## config.mk

```make
export PLATFORM = sky130hd
export DESIGN_NAME = quad_bram_ctrl
export DESIGN_NICKNAME = d
export VERILOG_FILES = /design/src/rtl/bram_ctrl_pkg.sv /design/src/rtl/job_ctrl_fsm.sv /design/src/rtl/pfb_loader.sv /design/src/rtl/pix_seq_reader.sv /design/src/rtl/ce_strobe_chain.sv /design/src/rtl/quad_bram_ctrl.sv
export SDC_FILE = /design/constraint.sdc
export NUM_CORES = 1
export LEC_CHECK = 0
export ABC_AREA = 1
export BUFFER_PORTS_ARGS = -buffer_cell sky130_fd_sc_hd__buf_4
export CAP_MARGIN = 30
export CORE_MARGIN = 4
export CORE_UTILIZATION = 52
export DETAILED_ROUTE_END_ITERATION = 7
export PLACE_DENSITY = 0.78
export SLEW_MARGIN = 10
export SYNTH_ARGS = -nofsm -noshare
export SYNTH_HDL_FRONTEND = slang
export SYNTH_HIERARCHICAL = 1
export SYNTH_SLANG_ARGS = --single-unit
```

## constraint.sdc

```tcl
create_clock -name clk -period 1.8 [get_ports clk]
set_clock_uncertainty 0.05 [all_clocks]
set_input_delay 0.09 -clock clk [delete_from_list [all_inputs] [get_ports clk]]
set_output_delay 0.09 -clock clk [all_outputs]
set_load 0.05 [all_outputs]
```

## src/rtl/bram_ctrl_pkg.sv

```systemverilog
package bram_ctrl_pkg;

    //////////////////////////////////////////////////
    // Sizes and counts
    //////////////////////////////////////////////////

    // Row buffer depth, sets the row and column index width
    localparam int BRAM_DEPTH  = 1024;

    // Four engines with two compute elements each
    localparam int NUM_CE      = 8;

    // Sequence reads per output column
    localparam int SEQ_LEN     = 5;

    // Sequence BRAM read latency in cycles
    localparam int SEQ_LATENCY = 3;

    // Half a row buffer of columns times five reads each
    localparam int SEQ_DEPTH   = 2560;

    // Input rows loaded before the first execute
    localparam int PRIME_ROWS  = 4;

    //////////////////////////////////////////////////
    // Types
    //////////////////////////////////////////////////

    typedef logic [$clog2(BRAM_DEPTH)-2:0] dim_t;
    typedef logic [8:0]                    pfb_cnt_t;
    typedef logic [$clog2(SEQ_DEPTH)-1:0]  seq_addr_t;
    typedef logic [2:0]                    grp_cnt_t;
    typedef logic [NUM_CE-1:0]             ce_vec_t;

    // Both fields hold the last index, the count is one more
    typedef struct packed {
        dim_t num_cols;
        dim_t num_rows;
    } job_cfg_t;

    typedef struct packed {
        logic      rden;
        seq_addr_t addr;
    } seq_rd_t;

    typedef enum logic [2:0] {
        IDLE,
        LOAD,
        ACTIVE,
        DRAIN,
        COMPLETE
    } ctrl_state_t;

endpackage

```

## src/rtl/job_ctrl_fsm.sv

```systemverilog
`timescale 1ns/1ps

module job_ctrl_fsm (
    input  logic                    clk,
    input  logic                    rst,
    input  logic                    job_start,
    input  bram_ctrl_pkg::job_cfg_t cfg,
    input  logic                    load_done,
    input  logic                    more_rows,
    input  logic                    row_end,
    input  logic                    last_row,
    input  logic                    last_kernel,
    input  logic                    pipeline_flushed,
    input  logic                    job_complete_ack,
    output logic                    job_accept,
    output bram_ctrl_pkg::job_cfg_t job_cfg,
    output logic                    load_start,
    output logic                    prime,
    output logic                    seq_run,
    output logic                    seq_clear,
    output logic                    job_complete
);
    import bram_ctrl_pkg::*;

    ctrl_state_t state;
    logic        leave_active;

    // Row end that ends the current run of reads
    assign leave_active = row_end && last_kernel && (last_row || more_rows);

    // Stop in the same cycle so no extra read slips out
    assign seq_run = (state == ACTIVE) && !leave_active;

    always_ff @(posedge clk) begin
        if (rst) begin
            state        <= IDLE;
            job_accept   <= 1'b0;
            load_start   <= 1'b0;
            prime        <= 1'b0;
            seq_clear    <= 1'b0;
            job_complete <= 1'b0;
        end else begin
            job_accept <= 1'b0;
            load_start <= 1'b0;
            seq_clear  <= 1'b0;
            case (state)
                IDLE: begin
                    if (job_start) begin
                        job_accept <= 1'b1;
                        load_start <= 1'b1;
                        prime      <= 1'b1;
                        state      <= LOAD;
                    end
                end
                LOAD: begin
                    if (load_done) begin
                        // After a refill the reader moves on to the next row
                        seq_clear <= !prime;
                        state     <= ACTIVE;
                    end
                end
                ACTIVE: begin
                    if (row_end && last_kernel) begin
                        if (last_row) begin
                            state <= DRAIN;
                        end else if (more_rows) begin
                            load_start <= 1'b1;
                            prime      <= 1'b0;
                            state      <= LOAD;
                        end else begin
                            // All input rows already buffered
                            seq_clear <= 1'b1;
                        end
                    end
                end
                DRAIN: begin
                    if (pipeline_flushed) begin
                        // Clear on the last row rewinds the reader
                        seq_clear    <= 1'b1;
                        job_complete <= 1'b1;
                        state        <= COMPLETE;
                    end
                end
                COMPLETE: begin
                    if (job_complete_ack) begin
                        job_complete <= 1'b0;
                        state        <= IDLE;
                    end
                end
                default: begin
                    state <= IDLE;
                end
            endcase
        end
    end

    // Job dimensions held for the whole job
    always_ff @(posedge clk) begin
        if (state == IDLE && job_start) begin
            job_cfg <= cfg;
        end
    end

endmodule

```

## src/rtl/pfb_loader.sv

```systemverilog
`timescale 1ns/1ps

module pfb_loader (
    input  logic                    clk,
    input  logic                    rst,
    input  bram_ctrl_pkg::job_cfg_t job_cfg,
    input  logic                    load_start,
    input  logic                    prime,
    input  logic                    fetch_ack,
    input  logic                    fetch_done,
    input  bram_ctrl_pkg::pfb_cnt_t pfb_full_count,
    output logic                    fetch_req,
    output logic                    fetch_in_progress,
    output logic                    pfb_rden,
    output bram_ctrl_pkg::dim_t     input_row,
    output bram_ctrl_pkg::dim_t     input_col,
    output logic                    load_done,
    output logic                    more_rows
);
    import bram_ctrl_pkg::*;

    localparam dim_t PRIME_LAST = dim_t'(PRIME_ROWS - 1);

    pfb_cnt_t pfb_count;
    dim_t     row_limit;
    dim_t     prime_limit;
    logic     loading;
    logic     last_col;
    logic     last_read;
    logic     need_fetch;

    assign prime_limit = (job_cfg.num_rows < PRIME_LAST) ? job_cfg.num_rows : PRIME_LAST;

    // One read per cycle while words are buffered
    assign pfb_rden   = loading && (pfb_count != '0);
    assign last_col   = (input_col == job_cfg.num_cols);
    assign last_read  = pfb_rden && last_col && (input_row == row_limit);
    assign need_fetch = loading && (pfb_count == '0) && !fetch_req && !fetch_in_progress;

    //////////////////////////////////////////////////
    // Fetch handshake
    //////////////////////////////////////////////////

    always_ff @(posedge clk) begin
        if (rst) begin
            fetch_req         <= 1'b0;
            fetch_in_progress <= 1'b0;
        end else begin
            if (fetch_req && fetch_ack) begin
                fetch_req <= 1'b0;
            end else if (need_fetch) begin
                fetch_req <= 1'b1;
            end
            if (fetch_ack) begin
                fetch_in_progress <= 1'b1;
            end else if (fetch_done) begin
                fetch_in_progress <= 1'b0;
            end
        end
    end

    // Refilled by a finished fetch, drained by reads
    always_ff @(posedge clk) begin
        if (rst) begin
            pfb_count <= '0;
        end else if (fetch_done && fetch_in_progress) begin
            pfb_count <= pfb_full_count;
        end else if (pfb_rden) begin
            pfb_count <= pfb_count - 1'b1;
        end
    end

    //////////////////////////////////////////////////
    // Load control and input position
    //////////////////////////////////////////////////

    always_ff @(posedge clk) begin
        if (rst) begin
            loading   <= 1'b0;
            load_done <= 1'b0;
            more_rows <= 1'b0;
            row_limit <= '0;
            input_row <= '0;
            input_col <= '0;
        end else begin
            load_done <= last_read;
            if (load_start) begin
                loading <= 1'b1;
                if (prime) begin
                    // New job starts from the top left pixel
                    input_row <= '0;
                    input_col <= '0;
                    row_limit <= prime_limit;
                    more_rows <= 1'b1;
                end else begin
                    row_limit <= input_row;
                end
            end else if (pfb_rden) begin
                if (last_col) begin
                    input_col <= '0;
                    input_row <= input_row + 1'b1;
                end else begin
                    input_col <= input_col + 1'b1;
                end
                if (last_read) begin
                    loading <= 1'b0;
                    if (input_row == job_cfg.num_rows) begin
                        more_rows <= 1'b0;
                    end
                end
            end
        end
    end

endmodule

```

## src/rtl/pix_seq_reader.sv

```systemverilog
`timescale 1ns/1ps

module pix_seq_reader (
    input  logic                    clk,
    input  logic                    rst,
    input  bram_ctrl_pkg::job_cfg_t job_cfg,
    input  logic                    seq_run,
    input  logic                    seq_clear,
    output bram_ctrl_pkg::seq_rd_t  seq_rd,
    output logic                    row_end,
    output logic                    last_row
);
    import bram_ctrl_pkg::*;

    localparam grp_cnt_t  GRP_LAST  = grp_cnt_t'(SEQ_LEN - 1);
    localparam seq_addr_t ADDR_LAST = seq_addr_t'(SEQ_DEPTH - 1);

    grp_cnt_t grp_cnt;
    dim_t     output_col;
    dim_t     output_row;
    logic     grp_end;

    assign grp_end  = seq_rd.rden && (grp_cnt == GRP_LAST);
    assign row_end  = grp_end && (output_col == job_cfg.num_cols);
    assign last_row = (output_row == job_cfg.num_rows);

    //////////////////////////////////////////////////
    // Read strobe and address
    //////////////////////////////////////////////////

    always_ff @(posedge clk) begin
        if (rst) begin
            seq_rd <= '0;
        end else begin
            seq_rd.rden <= seq_run;
            if (seq_clear && last_row) begin
                seq_rd.addr <= '0;
            end else if (seq_rd.rden) begin
                seq_rd.addr <= (seq_rd.addr == ADDR_LAST) ? '0 : seq_rd.addr + 1'b1;
            end
        end
    end

    //////////////////////////////////////////////////
    // Group and output position
    //////////////////////////////////////////////////

    always_ff @(posedge clk) begin
        if (rst) begin
            grp_cnt    <= '0;
            output_col <= '0;
            output_row <= '0;
        end else begin
            if (seq_rd.rden) begin
                grp_cnt <= grp_end ? '0 : grp_cnt + 1'b1;
            end
            if (row_end) begin
                output_col <= '0;
            end else if (grp_end) begin
                output_col <= output_col + 1'b1;
            end
            // Clear on the last row ends the job, otherwise next row
            if (seq_clear) begin
                output_row <= last_row ? '0 : output_row + 1'b1;
            end
        end
    end

endmodule

```

## src/rtl/ce_strobe_chain.sv

```systemverilog
`timescale 1ns/1ps

module ce_strobe_chain (
    input  logic                   clk,
    input  logic                   rst,
    input  logic                   seq_rden,
    input  logic                   row_end,
    output bram_ctrl_pkg::ce_vec_t ce_execute,
    output bram_ctrl_pkg::ce_vec_t next_kernel
);
    import bram_ctrl_pkg::*;

    // Covers the BRAM latency less the first chain stage
    logic [SEQ_LATENCY-2:0] rden_dly;

    always_ff @(posedge clk) begin
        if (rst) begin
            rden_dly    <= '0;
            ce_execute  <= '0;
            next_kernel <= '0;
        end else begin
            rden_dly    <= {rden_dly[SEQ_LATENCY-3:0], seq_rden};
            // One engine further down per cycle
            ce_execute  <= {ce_execute[NUM_CE-2:0], rden_dly[SEQ_LATENCY-2]};
            next_kernel <= {next_kernel[NUM_CE-2:0], row_end};
        end
    end

endmodule

```

## src/rtl/quad_bram_ctrl.sv

```systemverilog
`timescale 1ns/1ps

module quad_bram_ctrl (
    input  logic                    clk,
    input  logic                    rst,
    input  logic                    job_start,
    input  bram_ctrl_pkg::job_cfg_t cfg,
    output logic                    job_accept,
    output logic                    fetch_req,
    output logic                    fetch_in_progress,
    input  logic                    fetch_ack,
    input  logic                    fetch_done,
    input  bram_ctrl_pkg::pfb_cnt_t pfb_full_count,
    output logic                    job_complete,
    input  logic                    job_complete_ack,
    output logic                    pfb_rden,
    output bram_ctrl_pkg::dim_t     input_row,
    output bram_ctrl_pkg::dim_t     input_col,
    output bram_ctrl_pkg::seq_rd_t  seq_rd,
    output bram_ctrl_pkg::ce_vec_t  ce_execute,
    output bram_ctrl_pkg::ce_vec_t  next_kernel,
    input  logic                    last_kernel,
    input  logic                    pipeline_flushed
);
    import bram_ctrl_pkg::*;

    job_cfg_t job_cfg;
    logic     load_start;
    logic     prime;
    logic     load_done;
    logic     more_rows;
    logic     seq_run;
    logic     seq_clear;
    logic     row_end;
    logic     last_row;

    job_ctrl_fsm u_fsm (
        .clk              (clk),
        .rst              (rst),
        .job_start        (job_start),
        .cfg              (cfg),
        .load_done        (load_done),
        .more_rows        (more_rows),
        .row_end          (row_end),
        .last_row         (last_row),
        .last_kernel      (last_kernel),
        .pipeline_flushed (pipeline_flushed),
        .job_complete_ack (job_complete_ack),
        .job_accept       (job_accept),
        .job_cfg          (job_cfg),
        .load_start       (load_start),
        .prime            (prime),
        .seq_run          (seq_run),
        .seq_clear        (seq_clear),
        .job_complete     (job_complete)
    );

    pfb_loader u_pfb_loader (
        .clk               (clk),
        .rst               (rst),
        .job_cfg           (job_cfg),
        .load_start        (load_start),
        .prime             (prime),
        .fetch_ack         (fetch_ack),
        .fetch_done        (fetch_done),
        .pfb_full_count    (pfb_full_count),
        .fetch_req         (fetch_req),
        .fetch_in_progress (fetch_in_progress),
        .pfb_rden          (pfb_rden),
        .input_row         (input_row),
        .input_col         (input_col),
        .load_done         (load_done),
        .more_rows         (more_rows)
    );

    pix_seq_reader u_seq_reader (
        .clk       (clk),
        .rst       (rst),
        .job_cfg   (job_cfg),
        .seq_run   (seq_run),
        .seq_clear (seq_clear),
        .seq_rd    (seq_rd),
        .row_end   (row_end),
        .last_row  (last_row)
    );

    ce_strobe_chain u_strobe_chain (
        .clk         (clk),
        .rst         (rst),
        .seq_rden    (seq_rd.rden),
        .row_end     (row_end),
        .ce_execute  (ce_execute),
        .next_kernel (next_kernel)
    );

endmodule

```

[Word level (Yosys, flattened, before mapping)]
Index checks and enable logic that the tools add are counted.
Storage, ports and cells
  bits in registers: 119
  bits of input ports: 35
  output and inout bits: 52
  logic and storage cells: 147
Operators by class
  add/subtract/negate cells: 7
  $lt $le $gt $ge: 1
  equality and inequality tests: 20
  multiplexer cells: 51
  bitwise gates (word level): 1
  reductions and logical operators: 42
Operators by type and width (count)
  $mux W9: 12
  $eq A9 B9 Y1: 5
  $add A9 B1 Y9 const B: 4
  $mux W1: 25
  $mux W3: 8
  $reduce_bool A2 Y1: 8
  $logic_and A1 B1 Y1: 15
  $pmux W3 S5: 1
  $add A12 B1 Y12 const B: 1
  $eq A12 B12 Y1 const B: 1
  $mux W12: 1
  $ne A2 B2 Y1 const B: 5
  $logic_not A9 Y1: 1
  $lt A9 B2 Y1 const B: 1
  $reduce_bool A9 Y1: 1
  $sub A9 B1 Y9 const B: 1
  $reduce_or A2 Y1: 4
  $eq A3 B2 Y1 const B: 2
  $eq A3 B3 Y1 const B: 2
  $ne A2 B1 Y1 const B: 3
  $pmux W1 S2: 3
  $reduce_and A3 Y1: 2
  $reduce_and A6 Y1: 1
  $reduce_and A5 Y1: 1
  other kinds (10): 14

[Longest topological paths before layout]
Gate-level depths: netlist of run 1.
  depth in word-level cells: 7
  gate-level depth with buffers: 16
  depth with buffers taken out: 16

[Cells and area by module]
Netlist of run 1, hierarchy kept.
Modules (own cells, without submodules)
  pfb_loader: instances 1, cells an instance 376, area an instance 2473.6 um^2, seq. area each 820.8 um^2
  pix_seq_reader: instances 1, cells an instance 277, area an instance 1919.3 um^2, seq. area each 680.7 um^2
  job_ctrl_fsm: instances 1, cells an instance 83, area an instance 970.9 um^2, seq. area each 700.7 um^2
  ce_strobe_chain: instances 1, cells an instance 56, area an instance 521.8 um^2, seq. area each 360.3 um^2

[Worst setup path before layout of run 1]
Ideal clock, no wire load.
  path type: register to register
  start point: register, netlist name u_seq_reader/seq_rd[12]
  end point: register u_fsm.state[1]
  setup time: 0.114 ns
  arrival: 2.012 ns
  data required time: 1.636 ns
  slack: -0.376 ns
  stages on the path, launching flop included: 14
  buffers on the path: 0
  period minus slack after synthesis: 2.176 ns
  cell sequence: dfxtp_1 > nand3_2 > inv_2 > nand2_1 > nor2_1 > nand3_1 > inv_1 > nand2_1 > nor2_1 > nor2_4 > nor2_2 > nand2_2 > nor2_1 > nor2_2
On the way
  cells in the longest elaborated chain, start to end: 5
RTL lines
  $logic_and A1 B1 Y1: RTL line pix_seq_reader.sv:23  | assign grp_end = seq_rd.rden && (grp_cnt == GRP_LAST);
  $logic_and A1 B1 Y1: RTL line pix_seq_reader.sv:24  | assign row_end = grp_end && (output_col == job_cfg.num_cols);
  net row_end: RTL line quad_bram_ctrl.sv:34  | logic row_end;
  $logic_and A1 B1 Y1: RTL line job_ctrl_fsm.sv:63  | if (row_end && last_kernel) begin
  $ne A2 B1 Y1 (no source line)
  $reduce_and A6 Y1 (no source line)
  end signal, assigned: RTL line job_ctrl_fsm.sv:59  | state <= ACTIVE;
  end signal, assigned: RTL line job_ctrl_fsm.sv:65  | state <= DRAIN;
  end signal, assigned: RTL line job_ctrl_fsm.sv:69  | state <= LOAD;
  end, declared: RTL line job_ctrl_fsm.sv:25  | ctrl_state_t state;
The timed path passes the listed nets, and every way through them passes these cells.
A chain may end at the register's enable or synchronous reset.

[Final worst setup path of run 1]
  start point: register, netlist name u_fsm/job_cfg[3]
  end point: register u_fsm.state[1]
On the way
  cells in the longest elaborated chain, start to end: 4
  elaborated cells on any way between the ends: 6
  classes of those cells: 2 x eq/ne; 3 x mux; 1 x reduce/logical
RTL lines
  $eq A9 B9 Y1 *: RTL line pix_seq_reader.sv:25  | assign last_row = (output_row == job_cfg.num_rows);
  net last_row: RTL line quad_bram_ctrl.sv:35  | logic last_row;
  $mux W3: RTL line job_ctrl_fsm.sv:64  | if (last_row) begin
  $mux W3: RTL line job_ctrl_fsm.sv:63
  $pmux W3 S5: RTL line job_ctrl_fsm.sv:46  | case (state)
  end signal, assigned: RTL line job_ctrl_fsm.sv:52  | state <= LOAD;
  end signal, assigned: RTL line job_ctrl_fsm.sv:65
  end signal, assigned: RTL line job_ctrl_fsm.sv:69
Mark *: on every way through the listed nets, which the timed path passes. The rest lies on a longest branch. The select of a mux whose other input is x is not followed.

==> results of run 1 <==
==> kinds of logic (layout without fill, tap and decap cells) <==
group           count (synthesis)  count (layout)  share of synthesized area (%)
fa+ha+maj                       8               8                           1.70
mux                             1               1                          0.170
xor+xnor                       46              46                           6.85
compound gates                 87              87                           8.65
simple gates                  387             387                           29.0
buf+inv                       144             330                           10.1
flops                         119             119                           43.5
==> power groups by stage <==
stage	Sequential [W]	Clock, W	Combinational [W]
detailed placement	0.00323	0	0.00162
finish	0.00319	0.00353	0.00195
global route	0.00322	0.00367	0.00213
global placement	0.00323	0	0.00159
CTS	0.00319	0.00357	0.00179
floorplan	0.00330	0	0.00107
==> per-layer routing <==
| metal | vias to the layer above | wire [µm] |
|---|---|---|
| li1 | 2857 | - |
| met1 | 2580 | 6380 |
| met2 | 178 | 7610 |
| met3 | 20 | 766 |
| met4 | 0 | 182 |
| met5 | - | 0 |
==> per-stage QoR <==
step	hold slack (ps)	area (µm²)	power (W)
floorplan	102	5910	0.00437
global placement	219	6920	0.00482
detailed placement	220	6920	0.00485
CTS	27.1	7960	0.00855
global route	60.3	8100	0.00902
finish	41.9	8100	0.00868
==> critical path, stage by stage (launching register included) <==
cell and delay, ps:
sky130_fd_sc_hd__edfxtp_1 400, sky130_fd_sc_hd__xnor2_1 160, sky130_fd_sc_hd__nand2_1 90, sky130_fd_sc_hd__nor4_2 270, sky130_fd_sc_hd__buf_4 170, sky130_fd_sc_hd__nor2_4 50
sky130_fd_sc_hd__nor2_4 100, sky130_fd_sc_hd__nor2_4 40, sky130_fd_sc_hd__nor2_2 80, sky130_fd_sc_hd__nand2_2 90, sky130_fd_sc_hd__nand2_1 70, sky130_fd_sc_hd__nand2_1 50
sky130_fd_sc_hd__nor2_2 90
==> sequential cells by signal, indices dropped and copies added, names as in the netlist, 9 cells and up <==
name / flops
u_pfb_loader/row_limit: 9
u_seq_reader/seq_rd: 13
u_pfb_loader/input_row: 9
u_seq_reader/output_row: 9
u_fsm/job_cfg: 18
u_seq_reader/output_col: 9
u_pfb_loader/input_col: 9
u_pfb_loader/pfb_count: 9
==> area by class of cell <==
class	instances	share of cell area, %
multi-input cells	529	35.2
flip-flops and latches	119	31.8
repair buffers	170	16.9
clock buffers	27	7.25
inverters	128	6.06
well taps	140	2.16
clock inverters	5	0.618
==> worst paths after layout <==
check,slack [ps],endpoint
setup reg to reg,20,u_fsm/state[1]
hold / removal,40,u_pfb_loader/pfb_count[2]
hold reg to reg,360,u_strobe_chain/rden_dly[1]
setup / recovery,20,u_fsm/state[1]
==> cells in the final DEF, fill, tap and decap left out, drive strengths merged, types with 18 or more instances in the layout <==
master       Yosys  final
nand2          178    178
buf             11    137
inv            128    127
nor2           127    127
dfxtp          101    101
nand3           49     49
a21oi           38     38
dlygate4sd3      0     33
clkbuf           5     27
xor2            24     24
o21ai           24     24
xnor2           22     22
edfxtp          18     18
==> repair_timing <==
item	4_1_cts	5_1_grt
buffers inserted	6	5
endpoints found under the setup margin	4	27
hold buffers	33	0
endpoints found under the hold margin	36	0
gates resized for setup	11	32
pin swaps	4	12
==> results.txt, run 1 <==
The slew at the pin with the worst max-slew slack is 437 ps. The final number of hold-violating endpoints is 0. The number of placed I/O pins is slightly below 90.

The worst hold path belongs to the class input port to register. Compared with the post-synthesis result, the final layout area differs by 37.6%. The switching share of total power came out at 29.3%. In this run the most critical hold path is launched from pfb_full_count[2]. Counting instances in the post-synthesis netlist gives the leading cell types as sky130_fd_sc_hd__nand2_1 (172), sky130_fd_sc_hd__inv_1 (120), sky130_fd_sc_hd__nor2_1 (112), sky130_fd_sc_hd__dfxtp_1 (101), sky130_fd_sc_hd__nand3_1 (45). The CTS H-tree depth is 4. For this run, asynchronously set or reset flops after synthesis account for 0%.

The met2 layer usage reported by global route came out at 40.0%. The cell count of the worst hold path is 5. The type of element capturing the critical path is a register. For this block, the via count after detailed routing is 5635. The most frequent cell after synthesis is sky130_fd_sc_hd__nand2_1.

Setup violations remaining at the end of the flow were counted as 0. Summing the sequential cell areas from Yosys gives 43.5% of the chip area. The maximum number of pins on one net before global-route repair is 34. Global routing finished with a remaining overflow of 0. Counting flops with a built-in enable in the synthesized netlist gives 18. In this run the tool buffered the top-level ports with 86 buffer cells. The met3 track demand over resource in global routing came out at 4.65%. The number of global-route vias before repair is 5284. The height of the chip came out at around 110 µm. The number of standard-cell rows in the floorplan is 38. The DRC violation count after routing came out at 0. The critical path class is register to register. Setup repair after global routing could not meet its margin everywhere. The power per standard cell area is 1070 mW/mm². Setup total negative slack on the finished layout was measured at 0 ps. The first detailed-routing pass ran for 7 iterations.

STA classifies the critical path startpoint as a register. The critical path launch point is u_fsm/job_cfg[3]. The multi-input gate area in the final layout is 0.00285 mm². The TritonCTS clock tree is built. In this run, the combinational gates consume ~23% of the power. The number of buffers created by CTS came out at 17. In this run, flip-flops and latches consume approximately 37% of the power. The initial utilization of the core area, before any placement, comes to 53.8%. The detail route stage leaves a number of antenna-violating nets equal to 0. The area taken by flip-flops and latches came out at 0.00258 mm². The time the final worst path needs with I/O delays and setup came out at 1780 ps. The fraction of synthesized cell area taken by the top area cell type is 34.4%. The cell at the root of the clock tree is sky130_fd_sc_hd__clkbuf_16. The clock slew at the register clock pins of the worst setup and hold paths is 50 ps.

The DRC violation total after the first TritonRoute iteration came out at 459. Measured in cells, the most critical reg-to-reg path has a length of 12. The post-route core utilization came out at 74.1%. For this design the static power due to leakage is around 3.5 nW. The placeable core area is 0.0109 mm². The count of cell types in the netlist came out at 43. The relative max-transition margin came out at 70.8%. The number of antenna violations at the first check in global routing is 0. The number of instances in the synthesized netlist came out at 792. The global-route wire length before repair is 23.8 mm. In this run, synthesis produced a sequential element count of 119. The per-instance average area after synthesis came out at 7.43 µm². The net count of the finished layout is 1008. In this run the most used layer during global routing was met2. After detailed routing, the average wire length per cell comes to approximately 13 µm. The final cycle utilization of the critical path came out at 99.0%.

The ratio of cells with drive above 1 in the final layout is 24.7%. CTS saw 119 sinks. The total die area came out at 0.0131 mm². The run finished with clean final reports. The proportion of power drawn by the clock network came out at between 40% and 50%. After filler insertion, the fill cell instance count of the layout stands at 781.

In the synthesized netlist the dominant register cell turns out to be sky130_fd_sc_hd__dfxtp_1. The max-slew violation total from the final report came out at 0. The endpoint arrival time on the critical path came out at 2080 ps. The per-cell via count in the routed design is 5.04. The number of diodes is 0. Counting tap cells, the placed design contains a total of 1042 instances. The clock passes through at most 2 buffers. The required arrival time at the worst endpoint came out at approximately 2100 ps. The die outline width came out at 114 µm. The global-route usage over all layers came out at 22.5%.

In this run the critical register-to-register path is launched from u_fsm/job_cfg[3]. The number of warnings issued by yosys is 6. Global routing used 26.8% of the available met1 tracks. The post-synth design cell area came out at 0.00589 mm². The number of standard cells in the layout, taps in and fillers out came out at between 1000 and 1500.

By area the synthesized netlist is led by sky130_fd_sc_hd__dfxtp_1 (34%), sky130_fd_sc_hd__nand2_1 (11%), sky130_fd_sc_hd__edfxtp_1 (9.2%). The cell internal power dissipation came out at 0.00613 W. For this block, the routed nets add up to 14.9 mm of wire. In this run the worst path has a maximum fanout of 4. The fmax came out at 561 MHz.

The worst path setup slack after routing is 17.3 ps. Detailed placement finished with a half-perimeter wire length of 9.79 mm. Clock latency on the worst-skew pair, taken at its later pin, is 410 ps. For this design the total switching power over the nets is 0.00255 W. The synthesized net count is 835. The count of maximum capacitance violations came out at 0. Routability-driven placement finished with a final weighted congestion of 0.911.

The post-placement worst setup slack is -18.4 ps. The maximum VDD drop is approximately 0.95 mV. Of all cell types, the one taking the most synthesized area is sky130_fd_sc_hd__dfxtp_1.
(Power assumes the default switching activity.)
==> inputs of run 2 (changes only) <==
--- a/config.mk
+++ b/config.mk
@@ -5,13 +5,12 @@
 export SDC_FILE = /design/constraint.sdc
 export NUM_CORES = 1
 export LEC_CHECK = 0
-export ABC_AREA = 1
 export BUFFER_PORTS_ARGS = -buffer_cell sky130_fd_sc_hd__buf_4
 export CAP_MARGIN = 30
 export CORE_MARGIN = 4
-export CORE_UTILIZATION = 52
+export CORE_UTILIZATION = 51
 export DETAILED_ROUTE_END_ITERATION = 7
-export PLACE_DENSITY = 0.78
+export PLACE_DENSITY = 0.77
 export SLEW_MARGIN = 10
 export SYNTH_ARGS = -nofsm -noshare
 export SYNTH_HDL_FRONTEND = slang
==> run 2 against run 1 <==
Net effect: the flow now finishes with violations (negative setup slack); die area fell by 4.3%; clock power down 11%; critical path depth decreased by 4; critical path type unchanged; final cell count fell by 16%; worst setup slack worse by 410 ps.
==> results.txt, run 2 <==
The count of cell types in the netlist came out at between 60 and 70. After the last flow step, the layout net total stands at 833. The clock network is responsible for between 40 and 50% of the overall power. The maximum VDD drop is 0.706 mV. The average routed wire per standard cell is 17.1 µm. The run finished, with violations left.

The final number of hold-violating endpoints came out at 0. For hold timing, the worst endpoint is u_pfb_loader/pfb_count[5]. The largest registers in the layout are u_fsm/job_cfg: 18 flops, u_seq_reader/seq_rd: 13 flops. The final reports fail on negative setup slack. The endpoint identified for the worst register-to-register timing path is u_pfb_loader/input_col[6]. After filler insertion, the fill cell instance count of the layout stands at 618. In this run the power density over the cells is 855 mW/mm². The startpoint identified for the worst hold timing path is fetch_done. Sorting the synthesized cells by how often they occur yields sky130_fd_sc_hd__dfxtp_1 (101), sky130_fd_sc_hd__nor2_1 (52), sky130_fd_sc_hd__xnor2_1 (42), sky130_fd_sc_hd__nand2_1 (37), sky130_fd_sc_hd__a21oi_1 (36). The switching share of total power came out at 24.8%. The relative contribution of combinational cells to total power is 13.3%. The DRC violation total after the first TritonRoute iteration is between 400 and 500.

Across all layers, the routed design uses 5235 vias. After synthesis, the mean cell area works out to 9.50 µm². The starting density of the core is 52.9%.

STA classifies the critical path startpoint as a register. The max-slew violation total from the final report came out at 0. After synthesis, the share of flip-flops with an asynchronous set or reset is 0%. The root buffer cell chosen for the clock tree is sky130_fd_sc_hd__clkbuf_8.

Including well taps, the total number of placed cells is between 800 and 900. The post-synth design cell area came out at ~0.0055 mm². The clock insertion delay at the later pin of the skew report came out at between 500 and 600 ps. In the final layout, the share of cells above drive strength 1 is 33.5%. The number of antenna violations at the first check in global routing is 0. The placeable core area came out at around 0.010 mm². The endpoint arrival time on the critical path is 2570 ps.

The wire length after detailed routing came out at 16.0 mm. By area the synthesized netlist is led by sky130_fd_sc_hd__dfxtp_1 (37%), sky130_fd_sc_hd__edfxtp_1 (9.8%), sky130_fd_sc_hd__xnor2_1 (6.7%). The count of flip-flops with a built-in enable after synthesis came out at 18. The most frequent cell after synthesis is sky130_fd_sc_hd__dfxtp_1. TritonCTS built the clock tree.

The number of nets handed over by synthesis was just over 600. The internal power of the cells totals 0.00522 W. The slew at the pin with the worst max-slew slack came out at 574 ps. The type of the most critical hold path is input port to register. Yosys printed 6 warnings.

Setup repair after global routing could not meet its margin everywhere. Headroom to the max-slew limit came out at 61.7%. The die covers 0.0125 mm². The peak per-stage delay on the critical path is 410 ps.

The worst register-to-register path has a depth of 8. The number of standard-cell rows in the floorplan came out at 37. The die outline width came out at 112 µm. Clock-pin slew was measured on the worst setup and hold paths at 60 ps. The count of port buffers added during placement is 86. The number of nets with antenna violations after routing came out at 0.

The library cell with the largest summed area after synthesis is sky130_fd_sc_hd__dfxtp_1. Global routing used 24.8% of the available tracks across all layers. The number of global-route vias before repair is 5243. The placed wire-length estimate is 10.1 mm.

The share of synthesized area occupied by flip-flops and latches is 46.5%. The total power is 0.00695 W. Across the run, the number of max-cap violations was 0. The per-cell via count in the routed design came out at 5.58. The signed area change from the synthesized netlist to the final layout came out at 47.6%. The sequential power share is around two fifths.

The flip-flop count of the largest register after layout came out at 18. The length of the first detailed-routing pass in iterations is 7. For this design, the sink count on the clock tree is between 100 and 150. In the layout the commonest cells are sky130_fd_sc_hd__buf_4 (165), sky130_fd_sc_hd__dfxtp_1 (78), sky130_fd_sc_hd__nor2_1 (50).

The height of the chip came out at between 100 and 150 µm. The commonest non-fill, non-tap cell in the layout is sky130_fd_sc_hd__buf_4. The global-route wire length before repair is 25.2 mm. The most numerous cell on the critical path is sky130_fd_sc_hd__buf_4. In this run the count of I/O pins placed on the die edge is 87. After layout, the minimum clock period comes to 2190 ps. The number of standard cells in the layout, taps in and fillers out came out at 939.

The fraction of synthesized cell area taken by the top area cell type came out at approximately 37%. The static leakage power is 3.30 nW. The post-route setup TNS is -4530 ps. Along the worst path, the maximum fanout reaches 8. Counting flops and latches in the post-synthesis netlist gives 119. The number of diodes came out at 0. The cell count of the worst hold path came out at 3. The setup-violating endpoint count in the final report came out at 22. STA classifies the critical path endpoint as a register.

Counting along the longest clock path gives a buffer depth of 2. The final cycle utilization of the critical path came out at 122%. The maximum number of pins on one net before global-route repair came out at 52.

The signal on the critical path passes through xor2_1 > nor4_4 > buf_4 > buf_4 > buf_4 > a31oi_2 > o21ai_0 > a31oi_1. The routability congestion estimate from global placement came out at 0.884. Among all flip-flop cells after synthesis, the most frequent one is sky130_fd_sc_hd__dfxtp_1. The net load switching power came out at 0.00173 W.

The critical-path cell with the highest stage delay is sky130_fd_sc_hd__edfxtp_1. The register with the most flip-flops in the final layout is u_fsm/job_cfg. The required arrival time at the worst endpoint came out at 2170 ps. Derived from the worst setup path, the maximum achievable clock frequency is 456 MHz. The global-route congestion overflow total is 0. The number of buffers created by CTS is 17. The flop-to-flop setup slack came out at -390 ps. In the post-route analysis, the smallest setup slack over all paths is -393 ps.

The number of instances in the synthesized netlist came out at 580. The startpoint of the most critical register-to-register path is u_fsm/job_cfg[11]. The DRC violation count after routing is 0. The setup path with the least slack is of type register to register. The CTS H-tree depth is 4.
run 2: changes by cell type in the layout (fill, tap and decap cells not counted), sizes merged, moves of 8 or more:
cell	before	now
nand2	178	37
inv	127	24
nor2	127	52
buf	137	172
nand3	49	27
xnor2	22	43
nor2b	0	18
xor2	24	35
nor4	2	11
and2b	0	8
or4	0	8
run 2: how the worst max path moves through the flow:
| stage | startpoint | endpoint | slack [ps] |
|---|---|---|---|
| 5_1_grt | u_fsm/job_cfg[11] | u_pfb_loader/input_col[6] | -430 |
| 3_3_place_gp | u_fsm/job_cfg[15] | u_pfb_loader/input_row[6] | -160 |
| 4_1_cts | u_fsm/job_cfg[15] | u_pfb_loader/input_row[7] | -240 |
| 6_report | u_fsm/job_cfg[11] | u_pfb_loader/input_col[6] | -390 |
| 2_1_floorplan | u_fsm/job_cfg[15] | u_pfb_loader/input_row[5] | -200 |
| 3_5_place_dp | u_fsm/job_cfg[15] | u_pfb_loader/input_row[6] | -240 |
run 2: kinds of logic (layout without fill, tap and decap cells):
| family | Yosys count | count (layout) | synth area share [%] |
|---|---|---|---|
| AO/OA/AOI/OAI | 97 | 97 | 11.6 |
| XOR/XNOR | 78 | 78 | 12.5 |
| adder cells (fa/ha/maj) | 8 | 8 | 1.82 |
| buffers and inverters | 44 | 267 | 3.52 |
| flip-flops | 119 | 119 | 46.5 |
| multiplexers | 7 | 7 | 1.27 |
| AND/OR/NAND/NOR | 227 | 227 | 22.7 |
run 2: what timing repair did:
item                                    4_1_cts  5_1_grt
cloned                                        0        1
endpoints found under the setup margin       22       57
hold buffers                                 40        0
gates resized for setup                      13       30
setup buffers                                 7        9
pin swaps                                    12       17
endpoints found under the hold margin        37        0
run 2: final cells by class:
type                       instances  area, µm²  area share, %
tap                              136        170           2.09
clock inverter                     6       33.8          0.416
inverter                          23       86.3           1.06
multi-input combinational        417       2970           36.5
sequential                       119       2600           32.0
timing repair buffer             212       1740           21.3
clock buffer                      26        531           6.53
run 2: routing by layer:
| layer | track usage [%] | up-vias | part of all wire (%) | wire length (µm) |
|---|---|---|---|---|
| li1 | - | 2487 | - | - |
| met2 | 42.6 | 226 | 49 | 7880 |
| met4 | 8.60 | 0 | 2.1 | 332 |
| met5 | 0 | - | 0 | 0 |
| met1 | 30.3 | 2488 | 42 | 6660 |
| met3 | 6.30 | 34 | 7.2 | 1150 |
run 2: worst max-delay path, delay by kind of cell (launching register included):
| kind | cells | cell delay [ps] |
|---|---|---|
| and+or+nand+nor | 1 | 90 |
| DFF | 1 | 410 |
| buffers and inverters | 3 | 400 |
| AOI/OAI and AO/OA | 3 | 810 |
| xor gates and xnor gates | 1 | 330 |
run 2: power by group through the flow:
| stage | sequential [W] | clock [W] | combinational [W] |
|---|---|---|---|
| final | 0.00288 | 0.00315 | 0.000925 |
| after global routing | 0.00288 | 0.00333 | 0.000983 |
| after CTS | 0.00287 | 0.00318 | 0.000819 |
| after detailed placement | 0.00292 | 0 | 0.000716 |
| after global placement | 0.00292 | 0 | 0.000693 |
| after floorplan | 0.00295 | 0 | 0.000394 |
run 2: stage by stage:
stage	setup WS, ps	hold WS (ps)	cell area (µm²)	util [%]
finish	-393	22.4	8130	78.1
global route	-432	26.1	8130	78.1
CTS	-235	123	7950	76.3
detailed placement	-244	219	6890	66.1
global placement	-162	219	6890	66.1
floorplan	-197	109	5630	-
==> inputs of run 3 (changes only) <==
--- a/config.mk
+++ b/config.mk
@@ -5,12 +5,12 @@
 export SDC_FILE = /design/constraint.sdc
 export NUM_CORES = 1
 export LEC_CHECK = 0
-export BUFFER_PORTS_ARGS = -buffer_cell sky130_fd_sc_hd__buf_4
 export CAP_MARGIN = 30
 export CORE_MARGIN = 4
-export CORE_UTILIZATION = 51
+export CORE_UTILIZATION = 57
 export DETAILED_ROUTE_END_ITERATION = 7
-export PLACE_DENSITY = 0.77
+export DONT_BUFFER_PORTS = 1
+export PLACE_DENSITY = 0.87
 export SLEW_MARGIN = 10
 export SYNTH_ARGS = -nofsm -noshare
 export SYNTH_HDL_FRONTEND = slang
==> run 3 against run 2 <==
Net effect: wire length increased by 34%; the flow still finishes with violations (negative setup slack); via count increased by 11%; register-to-register slack improved by 30 ps; first-iteration DRC count increased by 34%.
==> results.txt, run 3 (same netlist as run 2, synthesis figures left out) <==
The number of antenna violations at the first check in global routing came out at 0. The design area is 0.00788 mm². The post-route netlist has 31.0% of its cells at a drive strength greater than 1. The required arrival time at the worst endpoint came out at 2210 ps.

The cell at the root of the clock tree is sky130_fd_sc_hd__clkbuf_8. The maximum number of pins on one net before global-route repair is 53. 0 antenna diodes ended up in the layout. The total power came out at 0.00743 W. The tool flagged a number of max-cap violations equal to 0. The commonest non-fill, non-tap cell in the layout is sky130_fd_sc_hd__buf_4. The met2 layer usage reported by global route came out at 56.5%. The filler cells instantiated in the layout total 426. The final reports fail on negative setup slack. Of the available clock period, the critical path in the final layout requires 120%.

After legalization and detailed placement, the total HPWL measured between 10 and 15 mm. IR analysis of the VDD net gives a maximum drop of around 1.2 mV. The register ranked first by flip-flop count is u_fsm/job_cfg.

The H-tree generated during clock tree synthesis spans 4 levels. The total die area came out at between 0.01 and 0.015 mm². The setup-violating endpoint count in the final report is slightly below 60.

The average routed wire per standard cell came out at 24.7 µm. The worst path setup slack after routing came out at -360 ps. The die is 106 µm tall. The largest registers in the layout are u_fsm/job_cfg: 18 flops, u_seq_reader/seq_rd: 13 flops. Leaving out fill and tap cells, the most frequent cells in the layout are sky130_fd_sc_hd__buf_4 (101), sky130_fd_sc_hd__dfxtp_1 (79), sky130_fd_sc_hd__nor2_1 (49). The final-stage net count came out at 771.

The flow ran to the end, but the final reports show violations. The signed area change from the synthesized netlist to the final layout came out at 43.1%. The TritonCTS clock tree is built. The type of the most critical hold path is input port to register. The placeable core area is between 0.009 and 0.01 mm². The critical path is of the register to register type. STA classifies the critical path endpoint as a register. Dividing the detail-routed via count by the number of cells gives 6.68.

The worst hold slack after final layout came out at 126 ps. Leaving out filler cells and counting taps, the final layout contains 870. Based on the critical path, the design can be clocked at up to ~460 MHz. The count of nets left with antenna violations once routing finished came out at 0. The DRC violation total after the first TritonRoute iteration came out at 661. The count of placed standard cells including taps came out at 780. The instance area at placement is 0.00640 mm². The worst setup path is launched from a register. The met1 demand-to-capacity share in global routing came out at 36.6%. The flip-flop count of the largest register after layout came out at 18.

The length of the first detailed-routing pass in iterations is 6. During I/O placement, the number of pins put on the boundary was 87. The post-placement worst setup slack is -206 ps. Setup repair after global routing could not meet its margin everywhere. Clock latency on the worst-skew pair, taken at its later pin, is about 550 ps.

The most used routing layer is met2. Summed over all cells, the static leakage comes to 3.04 nW. Global routing consumed, over all layers together, 33.5% of the routing resources. The max-slew violation total from the final report came out at 0. The worst pin sits at a relative slew slack of between 60% and 70%. The critical-path maximum fanout is 6. The routability congestion estimate from global placement came out at 0.911. Counting I/O delays and the setup requirement, the final critical path takes 2160 ps. The number of standard-cell rows in the floorplan came out at 35. Buffers placed on the I/O ports in this run total 0. The number of global-route vias before repair was 5507. For this configuration, the core starts out at a cell density of 59.0%. The die outline width came out at 106 µm.

The DRC violation count after routing is 0. The wire length after detailed routing is 21.5 mm. The first global-routing pass estimated between 20 and 30 mm of wire.

The slew at the pin with the worst max-slew slack is about 530 ps. The number of buffers created by CTS came out at 17. The clock sink total is approximately 120. After clock tree synthesis, the clock-pin slew on the worst setup and hold paths is 70 ps. The endpoint arrival time on the critical path is 2570 ps. The vias after detailed routing is 5815. The global-route congestion overflow total is 0. The final number of hold-violating endpoints came to 0. Counting along the longest clock path gives a buffer depth of 2. The power per standard cell area came out at 942 mW/mm². The met3 track demand over resource in global routing is 10.4%.
## run 3: changes by cell type in the layout (fill, tap and decap cells not counted), moves of 3 or more
cell                            previous run  this run
sky130_fd_sc_hd__clkbuf_8                  5         2
sky130_fd_sc_hd__a21oi_2                   2         9
sky130_fd_sc_hd__xnor2_1                  40        36
sky130_fd_sc_hd__buf_4                   165       101
sky130_fd_sc_hd__xor2_2                    2         6
sky130_fd_sc_hd__buf_6                     5         9
sky130_fd_sc_hd__xnor2_2                   3         7
sky130_fd_sc_hd__a21oi_1                  34        26
sky130_fd_sc_hd__dlygate4sd3_1            40        37
sky130_fd_sc_hd__xor2_1                   33        29
## run 3: stage by stage
step	TNS, ps	utilization [%]
2_1_floorplan	-924	-
3_3_place_gp	-1110	68.6
3_5_place_dp	-2400	68.6
4_1_cts	-2180	80.7
5_1_grt	-12060	84.5
6_report	-9390	84.5
## run 3: cell type report
cell class                      instances  area, µm²  area share, %
Multi-Input combinational cell        417       3140           39.8
Sequential cell                       119       2600           33.0
Inverter                               23       86.3           1.10
Tap cell                              129        161           2.05
Clock inverter                          7       85.1           1.08
Clock buffer                           25        518           6.57
Timing Repair Buffer                  150       1290           16.4
## run 3: repair_timing
action                     4_1_cts  5_1_grt
gates resized for setup         18       54
cloned                           0        1
hold buffers                    38        0
setup buffers                    8       12
pin swaps                        9       23
hold endpoints to repair       103        0
setup endpoints to repair       25       61
## run 3: path summary, 6_finish.rpt
check / from / end / slack (ps) / depth (start not counted)
max reg2reg: u_fsm/job_cfg[16] / u_pfb_loader/input_row[5] / -360 / 6
max: u_fsm/job_cfg[16] / u_pfb_loader/input_row[5] / -360 / 6
min: cfg[4] / u_fsm/job_cfg[4] / 130 / 1
min reg2reg: u_strobe_chain/rden_dly[0] / u_strobe_chain/rden_dly[1] / 380 / 1
## run 3: where the power goes
| part | switching [W] | total (W) | internal (W) |
|---|---|---|---|
| combinational | 0.000573 | 0.00101 | 0.000439 |
| clock | 0.00128 | 0.00353 | 0.00225 |
| sequential | 0.000105 | 0.00289 | 0.00278 |
## run 3: critical path, stage by stage (launching register included)
cell                       delay (ps)
sky130_fd_sc_hd__edfxtp_1         430
sky130_fd_sc_hd__xor2_1           220
sky130_fd_sc_hd__nor3_1           380
sky130_fd_sc_hd__nand4_1          170
sky130_fd_sc_hd__buf_4            190
sky130_fd_sc_hd__or4_4            460
sky130_fd_sc_hd__a31oi_1          170
## run 3: metal layers
metal	vias to the layer above	share of wire, %	wire (µm)
met5	-	0	0
met3	203	11	2350
met4	0	9.2	1980
met1	2711	33	7100
met2	534	47	10100
li1	2367	-	-
